$ cat src/common/isaPkg.sv
package isaPkg;

    // Instruction field widths
    localparam int OPCODE_W = 6;
    localparam int FUNCT_W  = 6;
    localparam int REG_W    = 5;
    localparam int IMM_W    = 16;
    localparam int JADDR_W  = 26;

    // Primary opcode field values
    localparam logic [OPCODE_W-1:0] OPC_SPECIAL = 6'h00;
    localparam logic [OPCODE_W-1:0] OPC_J       = 6'h02;
    localparam logic [OPCODE_W-1:0] OPC_JAL     = 6'h03;
    localparam logic [OPCODE_W-1:0] OPC_BEQ     = 6'h04;
    localparam logic [OPCODE_W-1:0] OPC_BNE     = 6'h05;

    // Function field values under SPECIAL
    localparam logic [FUNCT_W-1:0] FN_JR   = 6'h08;
    localparam logic [FUNCT_W-1:0] FN_JALR = 6'h09;
    localparam logic [FUNCT_W-1:0] FN_ADDU = 6'h21;

    // Decoded instruction class
    typedef enum logic [31:0] {
        opNop,
        opAddu,
        opBeq,
        opBne,
        opJ,
        opJal,
        opJr,
        opJalr,
        opOther
    } opcodeT;

    // How an instruction affects the next PC
    typedef enum logic [1:0] {
        ifOrder,
        ifBranch,
        ifJump
    } ifuncT;

endpackage

$ cat src/common/memMapPkg.sv
package memMapPkg;

    typedef logic [31:0] wordT;

    // Exception codes, same numbering as CP0 Cause.ExcCode
    typedef enum logic [4:0] {
        excNone     = 5'd0,
        excAddrLoad = 5'd4
    } excT;

    // Boot address of the instruction stream
    localparam wordT PC_BOOT = 32'h0000_3000;

    // Instruction memory window, both ends inclusive
    localparam wordT IM_START = 32'h0000_3000;
    localparam wordT IM_END   = 32'h0000_4ffc;

    // Fixed exception entry
    localparam wordT EXC_HANDLER = 32'h0000_4180;

endpackage

$ cat src/fetch/programCounter.sv
`timescale 1ns/1ps

module programCounter import isaPkg::*, memMapPkg::*; #(
    parameter wordT BOOT_ADDR = PC_BOOT
) (
    input  logic               clk,
    input  logic               reset,
    input  logic               en,
    input  opcodeT             instr,
    input  ifuncT              ifunc,
    input  logic               cmp,
    input  logic [IMM_W-1:0]   imm,
    input  logic [JADDR_W-1:0] jAddr,
    input  wordT               jReg,
    input  logic               exl,
    input  wordT               exnpc,
    output wordT               pc,
    output logic               bd,
    output excT                exc
);

    wordT branchTarget;
    wordT jumpTarget;
    wordT ctrlNpc;
    wordT nextPc;
    logic ctrlBd;

    // Branch seen in D while the delay slot fetch is still waiting
    logic holdBd;
    wordT holdNpc;

    // pc is already the delay slot address here
    assign branchTarget = pc + {{(30 - IMM_W){imm[IMM_W-1]}}, imm, 2'b00};
    assign jumpTarget   = {pc[31:JADDR_W+2], jAddr, 2'b00};

    // Set for every branch or jump class, taken or not
    assign ctrlBd = (ifunc == ifBranch) || (ifunc == ifJump);

    always_comb begin
        if (instr == opJr || instr == opJalr) begin
            ctrlNpc = jReg;
        end else if (instr == opJ || instr == opJal) begin
            ctrlNpc = jumpTarget;
        end else if (ifunc == ifBranch && cmp) begin
            ctrlNpc = branchTarget;
        end else begin
            ctrlNpc = pc + 32'd4;
        end
    end

    // Exception redirect wins over everything
    always_comb begin
        if (exl) begin
            nextPc = exnpc;
        end else if (holdBd) begin
            nextPc = holdNpc;
        end else begin
            nextPc = ctrlNpc;
        end
    end

    assign bd = ctrlBd || holdBd;

    always_ff @(posedge clk) begin
        if (reset) begin
            pc     <= BOOT_ADDR;
            holdBd <= 1'b0;
        end else if (en) begin
            pc     <= nextPc;
            holdBd <= 1'b0;
        end else if (ctrlBd) begin
            holdBd <= 1'b1;
        end
    end

    // Decode is only shown for one cycle, so keep its target
    always_ff @(posedge clk) begin
        if (!en && ctrlBd) begin
            holdNpc <= ctrlNpc;
        end
    end

    // Address error: outside the IM window or not word aligned
    always_comb begin
        if (pc < IM_START || pc > IM_END || pc[1:0] != 2'b00) begin
            exc = excAddrLoad;
        end else begin
            exc = excNone;
        end
    end

endmodule

$ cat src/fetch/fetchStage.sv
`timescale 1ns/1ps

module fetchStage import isaPkg::*, memMapPkg::*; #(
    parameter wordT BOOT_ADDR = PC_BOOT
) (
    input  logic               clk,
    input  logic               reset,
    // Next-PC controls from D
    input  opcodeT             instrD,
    input  ifuncT              ifuncD,
    input  logic               cmpD,
    input  logic [IMM_W-1:0]   immD,
    input  logic [JADDR_W-1:0] jAddrD,
    input  wordT               jRegD,
    // Exception redirect
    input  logic               exl,
    input  wordT               exnpc,
    // Instruction memory
    output wordT               iAddr,
    input  wordT               iRData,
    input  logic               iReady,
    // F/D register
    output wordT               codeD,
    output wordT               pcD,
    output logic               bdD,
    output excT                excD,
    output logic               validD,
    // Pipeline control
    input  logic               stall,
    input  logic               clear,
    input  logic               enPC,
    output logic               busyI,
    output excT                excF
);

    wordT pcF;
    logic bdF;

    programCounter #(
        .BOOT_ADDR(BOOT_ADDR)
    ) pcUnit (
        .clk(clk),
        .reset(reset),
        .en(enPC),
        .instr(instrD),
        .ifunc(ifuncD),
        .cmp(cmpD),
        .imm(immD),
        .jAddr(jAddrD),
        .jReg(jRegD),
        .exl(exl),
        .exnpc(exnpc),
        .pc(pcF),
        .bd(bdF),
        .exc(excF)
    );

    assign iAddr = pcF;
    assign busyI = ~iReady;

    // Control half of F/D, validD is high only right after a load
    always_ff @(posedge clk) begin
        if (reset || clear) begin
            validD <= 1'b0;
            bdD    <= 1'b0;
            excD   <= excNone;
        end else if (!stall) begin
            validD <= 1'b1;
            bdD    <= bdF;
            excD   <= excF;
        end else begin
            validD <= 1'b0;
        end
    end

    always_ff @(posedge clk) begin
        if (clear) begin
            codeD <= '0;
            pcD   <= '0;
        end else if (!stall) begin
            // A faulting fetch enters D as a nop
            codeD <= (excF == excNone) ? iRData : '0;
            pcD   <= pcF;
        end
    end

endmodule

$ cat src/verilog/branchDecode.sv
`timescale 1ns/1ps

module branchDecode import isaPkg::*, memMapPkg::*; (
    input  wordT               codeD,
    input  logic               validD,
    input  wordT               rsData,
    input  wordT               rtData,
    output logic [REG_W-1:0]   rsNum,
    output logic [REG_W-1:0]   rtNum,
    output opcodeT             instr,
    output ifuncT              ifunc,
    output logic               cmp,
    output logic [IMM_W-1:0]   imm,
    output logic [JADDR_W-1:0] jAddr,
    output wordT               jReg
);

    logic [OPCODE_W-1:0] opField;
    logic [FUNCT_W-1:0]  fnField;

    // Field split
    assign opField = codeD[31:32-OPCODE_W];
    assign fnField = codeD[FUNCT_W-1:0];
    assign rsNum   = codeD[25:21];
    assign rtNum   = codeD[20:16];
    assign imm     = codeD[IMM_W-1:0];
    assign jAddr   = codeD[JADDR_W-1:0];

    // jr and jalr take rs as target
    assign jReg = rsData;

    always_comb begin
        if (!validD || codeD == '0) begin
            instr = opNop;
        end else begin
            case (opField)
                OPC_SPECIAL: begin
                    case (fnField)
                        FN_ADDU: instr = opAddu;
                        FN_JR:   instr = opJr;
                        FN_JALR: instr = opJalr;
                        default: instr = opOther;
                    endcase
                end
                OPC_BEQ: instr = opBeq;
                OPC_BNE: instr = opBne;
                OPC_J:   instr = opJ;
                OPC_JAL: instr = opJal;
                default: instr = opOther;
            endcase
        end
    end

    // Function class from the decoded opcode
    always_comb begin
        case (instr)
            opBeq, opBne:             ifunc = ifBranch;
            opJ, opJal, opJr, opJalr: ifunc = ifJump;
            default:                  ifunc = ifOrder;
        endcase
    end

    // Branch condition
    always_comb begin
        case (instr)
            opBeq:   cmp = (rsData == rtData);
            opBne:   cmp = (rsData != rtData);
            default: cmp = 1'b0;
        endcase
    end

endmodule

$ cat src/verilog/pipelineControl.sv
`timescale 1ns/1ps

module pipelineControl import memMapPkg::*; (
    input  logic clk,
    input  logic reset,
    input  logic busyI,
    input  excT  excF,
    output logic stall,
    output logic clear,
    output logic enPC,
    output logic redirect
);

    logic accept;

    // A fetch word is taken on every cycle with memory ready
    assign accept = ~busyI;

    // Wait states freeze PC and F/D together
    assign stall = busyI;

    // Address error redirects once the faulting word is taken
    assign redirect = accept && !clear && (excF == excAddrLoad);

    // PC stays put while the bubble goes in, so the handler word is kept
    assign enPC = (accept && !clear) || redirect;

    // One bubble into D right after each redirect
    always_ff @(posedge clk) begin
        if (reset) begin
            clear <= 1'b0;
        end else begin
            clear <= redirect;
        end
    end

endmodule

$ cat src/verilog/frontEnd.sv
`timescale 1ns/1ps

module frontEnd import isaPkg::*, memMapPkg::*; #(
    parameter wordT BOOT_ADDR    = PC_BOOT,
    parameter wordT HANDLER_ADDR = EXC_HANDLER
) (
    input  logic             clk,
    input  logic             reset,
    // Instruction memory
    output wordT             iAddr,
    input  wordT             iRData,
    input  logic             iReady,
    // Register file read
    output logic [REG_W-1:0] rsNum,
    output logic [REG_W-1:0] rtNum,
    input  wordT             rsData,
    input  wordT             rtData,
    // Decode output
    output logic             validD,
    output wordT             pcD,
    output wordT             codeD,
    output logic             bdD,
    output excT              excD
);

    opcodeT             instrD;
    ifuncT              ifuncD;
    logic               cmpD;
    logic [IMM_W-1:0]   immD;
    logic [JADDR_W-1:0] jAddrD;
    wordT               jRegD;
    logic               busyI;
    excT                excF;
    logic               stall;
    logic               clear;
    logic               enPC;
    logic               redirect;

    fetchStage #(
        .BOOT_ADDR(BOOT_ADDR)
    ) fetchUnit (
        .clk(clk),
        .reset(reset),
        .instrD(instrD),
        .ifuncD(ifuncD),
        .cmpD(cmpD),
        .immD(immD),
        .jAddrD(jAddrD),
        .jRegD(jRegD),
        .exl(redirect),
        .exnpc(HANDLER_ADDR),
        .iAddr(iAddr),
        .iRData(iRData),
        .iReady(iReady),
        .codeD(codeD),
        .pcD(pcD),
        .bdD(bdD),
        .excD(excD),
        .validD(validD),
        .stall(stall),
        .clear(clear),
        .enPC(enPC),
        .busyI(busyI),
        .excF(excF)
    );

    branchDecode decodeUnit (
        .codeD(codeD),
        .validD(validD),
        .rsData(rsData),
        .rtData(rtData),
        .rsNum(rsNum),
        .rtNum(rtNum),
        .instr(instrD),
        .ifunc(ifuncD),
        .cmp(cmpD),
        .imm(immD),
        .jAddr(jAddrD),
        .jReg(jRegD)
    );

    pipelineControl ctrlUnit (
        .clk(clk),
        .reset(reset),
        .busyI(busyI),
        .excF(excF),
        .stall(stall),
        .clear(clear),
        .enPC(enPC),
        .redirect(redirect)
    );

endmodule

$ cat config.mk
export PLATFORM = sky130hd
export DESIGN_NAME = frontEnd
export DESIGN_NICKNAME = d
export VERILOG_FILES = /design/src/common/isaPkg.sv /design/src/common/memMapPkg.sv /design/src/fetch/programCounter.sv /design/src/fetch/fetchStage.sv /design/src/verilog/branchDecode.sv /design/src/verilog/pipelineControl.sv /design/src/verilog/frontEnd.sv
export SDC_FILE = /design/constraint.sdc
export NUM_CORES = 1
export LEC_CHECK = 0
export BUFFER_PORTS_ARGS = -buffer_cell sky130_fd_sc_hd__buf_2
export CAP_MARGIN = 40
export CORE_MARGIN = 10
export CORE_UTILIZATION = 40
export CTS_CLUSTER_SIZE = 12
export DETAILED_ROUTE_END_ITERATION = 16
export PLACE_DENSITY_LB_ADDON = 0.15
export SYNTH_ARGS = -nofsm -noshare
export SYNTH_HDL_FRONTEND = slang
export SYNTH_SLANG_ARGS = --single-unit
$ cat constraint.sdc
create_clock -name clk -period 5.1 [get_ports clk]
set_clock_uncertainty 0.05 [all_clocks]
set_input_delay 0.765 -clock clk [delete_from_list [all_inputs] [get_ports clk]]
set_output_delay 0.765 -clock clk [all_outputs]
set_load 0.01 [all_outputs]
==> reports/qor.csv <==
stage,metric,value,unit
min_path,HP Class,flip-flop to flip-flop,
timing,number of hold violations in the final report,0,
placement,Detail Placement HPWL,20.8,mm
global_route,gr usage total,20.9,%
pwr,Flop pwr share,40.2,%
setup_path,Worst R2R End,fetchUnit.pcUnit.pc[27],
setup_path,worst setup path class,primary input to flip-flop,
timing,RSZ-0062 raised after global routing,false,
global_route,first-pass GRT wire length,42.1,mm
min_path,origin of the worst min-delay path,fetchUnit.pcD[20],
synth,post-synth cell types,64,
die,Die ar.,0.0253,mm2
placement,Placed Cells,1319,
min_path,Hold Path Depth,2,
routing,wire length per cell,20.0,um
pwr,leakage,4.67,nW
setup_path,Startpoint Class,primary input,
clocking,Resized cells post-CTS,0,
clocking,CTS tree,built,
synth,mapped cell area,0.00774,mm2
synth,Mean Syn Cell Area,9.09,um2
routing,final WL,27.1,mm
routing,initial DRC count,527,
global_route,pin count of the biggest net entering global routing,63,
setup_path,Critical Path Fanout Max,11,
cells_and_area,fin area,0.00993,mm2
routing,DRT Pass-1 Iters,5,
clocking,CTS max path bufs,2,
die,core area,0.0189,mm2
synth,Post-synth EDFFs,32,
synth,post-synthesis sequential area ratio,38.6,%
routing,Remaining DRCs,0,
pwr,Peak VDD IR,239,uV
synth,Synth Flop Type,dfxtp_1,
synth,synthesis-stage register bit count,133,
routing,DR vias,7206,
setup_path,WP data required,5.37,ns
setup_path,r2r startpoint,fetchUnit.codeD[1],
routing,Metal-1 WL,12.6,mm
timing,post-route setup TNS,0,ns
job,Max-cap violations,0,
die,Initial Utilization,41.0,%
min_path,hold worst-path end,fetchUnit.pcD[20],
synth,Cells after Synth,851,
pwr,Logic pwr share,19.4,%
clocking,CTS hold repair buffers,0,
cells_and_area,area grow syn2layout,28.3,%
global_route,initial antenna violation count,3,
cells_and_area,Post-Layout Cell Count,1352,
pwr,Clock power frac,40.4,%
clocking,clk slew on worst S/H paths,0.06,ns
die,die outline height,159,um
pwr,Sw Share,30.3,%
pwr,PwrDens,317,mW/mm2
pwr,Pint,2.19,mW
clocking,clk sink count,133,
timing,worst setup margin,0.449,ns
routing,highest routed metal layer,met5,
cells_and_area,post-layout util,52.5,%
timing,crit share post-route,91.2,%
setup_path,Worst Path Arrival,4.92,ns
timing,slew margin rel.,42.5,%
cells_and_area,nets@finish,1208,
setup_path,r2r setup slk,0.59,ns
global_route,vias in the first global route,7299,
setup_path,R2R cell count,18,
placement,Port Buffers,207,
synth,asr flop ratio synth,0,%
timing,Final min period,4.65,ns
timing,Slew Limit Fails,0,
clocking,htree depth,4,
routing,drt via density,5.33,
routing,Final ANT Viol Nets,0,
clocking,clock buffer count from CTS,17,
timing,Worst Tran Pin Value,0.861,ns
setup_path,CP Capture Type,flip-flop,
global_route,GR Overflow Total,0,
placement,worst slack at placement,0.0826,ns
placement,gp weighted congestion,0.961,
synth,"Warnings, synthesis",0,
clocking,Post-CTS Repair Setup Buffers,0,
die,I/O pins,212,
routing,routed length on met3,1.96,mm
routing,wire length on met2,12.2,mm
timing,Final Setup Violations,0,
timing,Achievable Freq,215,MHz
clocking,Worst-Skew Late Latency,0.43,ns
status,run status,"finished, final reports clean",
die,Die Width,159,um
placement,Placed Area,0.00931,mm2
cells_and_area,layout cell share with drive strength beyond 1,28.7,%
clocking,Root Buffer,clkbuf_16,
die,num rows,50,
pwr,NetSw,0.954,mW
placed cells by master (no fill, tap or decap), types with 29 or more instances in the layout:
master    count
a21o_1       29
a21oi_1      65
buf_2       206
buf_4        54
dfxtp_1     100
edfxtp_1     32
ha_1         30
mux2i_1      78
nand2_1      57
nand2b_1     36
nand3_1      45
nor2_1       72
o21ai_0      40
xor2_1       45
stage by stage:
stage          hold WS (ns)  power, mW
2_1_floorplan         0.412       1.61
6_report              0.435       3.15
4_1_cts               0.441       3.17
3_3_place_gp          0.417       1.89
3_5_place_dp          0.425       1.90
5_1_grt               0.475       3.28
layout make-up:
class                           count  area (um2)
Tap cell                          260         325
Timing Repair Buffer              263        1500
Multi-Input combinational cell    653        4460
Clock inverter                      9        86.3
Inverter                           10        37.5
Clock buffer                       23         532
Sequential cell                   133        2980
Antenna cell                        1        2.50
Fill cell                        1858        8970
worst max-delay path, cell delays in order:
cell	delay [ns]
buf_2	0.12
xor2_1	0.15
nor4_1	0.44
buf_4	0.20
nand2_1	0.07
or4_4	0.49
a21oi_4	0.16
buf_12	0.14
and2_1	0.12
ha_1	0.20
o211ai_1	0.13
o211a_1	0.25
o41a_1	0.41
o211ai_1	0.24
a31oi_1	0.13
o21ai_1	0.22
xor2_1	0.12
a211o_1	0.30
a32o_1	0.25
synth_stat cells, types with 12 or more instances:
master	instances	area, um2
a21oi_1	65	325
xnor2_1	14	123
a21o_1	29	218
nand2b_1	36	225
edfxtp_1	32	961
nand3_1	45	225
xor2_1	45	394
nor4_1	12	75.1
ha_1	30	375
buf_4	15	113
and2_1	21	131
clkbuf_1	36	135
dfxtp_1	101	2020
mux2i_1	78	781
nor2_1	75	282
o21ai_0	40	200
nand2_1	57	214
state kept, by name, indices dropped and copies added (netlist names):
name,flops
fetchUnit.codeD,32
ctrlUnit.clear,1
fetchUnit.pcD,32
fetchUnit.bdD,1
fetchUnit.excD,1
fetchUnit.validD,1
fetchUnit.pcUnit.pc,32
fetchUnit.pcUnit.holdNpc,32
fetchUnit.pcUnit.holdBd,1
routing by layer:
metal	GRT usage (%)	vias to the layer above
met2	32.4	241
li1	-	3512
met3	6.64	22
met1	27.6	3429
met4	4.93	2
met5	0	-
logic make-up after synthesis:
family                     share of synthesized area (%)
AOI/OAI and AO/OA                                   16.7
xor gates and xnor gates                            6.97
adders and majority gates                           5.11
buffers and inverters                               4.06
DFF                                                 38.6
muxes                                               11.1
other                                             0.0485
and+or+nand+nor                                     17.4
how the worst max path moves through the flow:
| stage | start | to | slack (ns) | cells past startpoint |
|---|---|---|---|---|
| global route | rsData[17] | fetchUnit.pcUnit.holdNpc[29] | 0.20 | 21 |
| CTS | rsData[21] | fetchUnit.pcUnit.pc[27] | 0.51 | 19 |
| floorplan | fetchUnit.codeD[29] | fetchUnit.pcUnit.pc[27] | 0.40 | 21 |
| detailed placement | rsData[21] | fetchUnit.pcUnit.pc[27] | 0.08 | 19 |
| finish | rsData[17] | fetchUnit.pcUnit.pc[27] | 0.45 | 19 |
| global placement | rsData[21] | fetchUnit.pcUnit.holdNpc[28] | 0.14 | 19 |
power groups by stage:
stage | combinational [mW] | sequential [mW] | clock (mW)
after global placement | 0.604 | 1.29 | 0
after CTS | 0.615 | 1.27 | 1.29
after global routing | 0.667 | 1.28 | 1.33
after floorplan | 0.325 | 1.29 | 0
after detailed placement | 0.612 | 1.29 | 0
final | 0.610 | 1.27 | 1.27
Note: power is estimated with default switching activity, not from simulation.
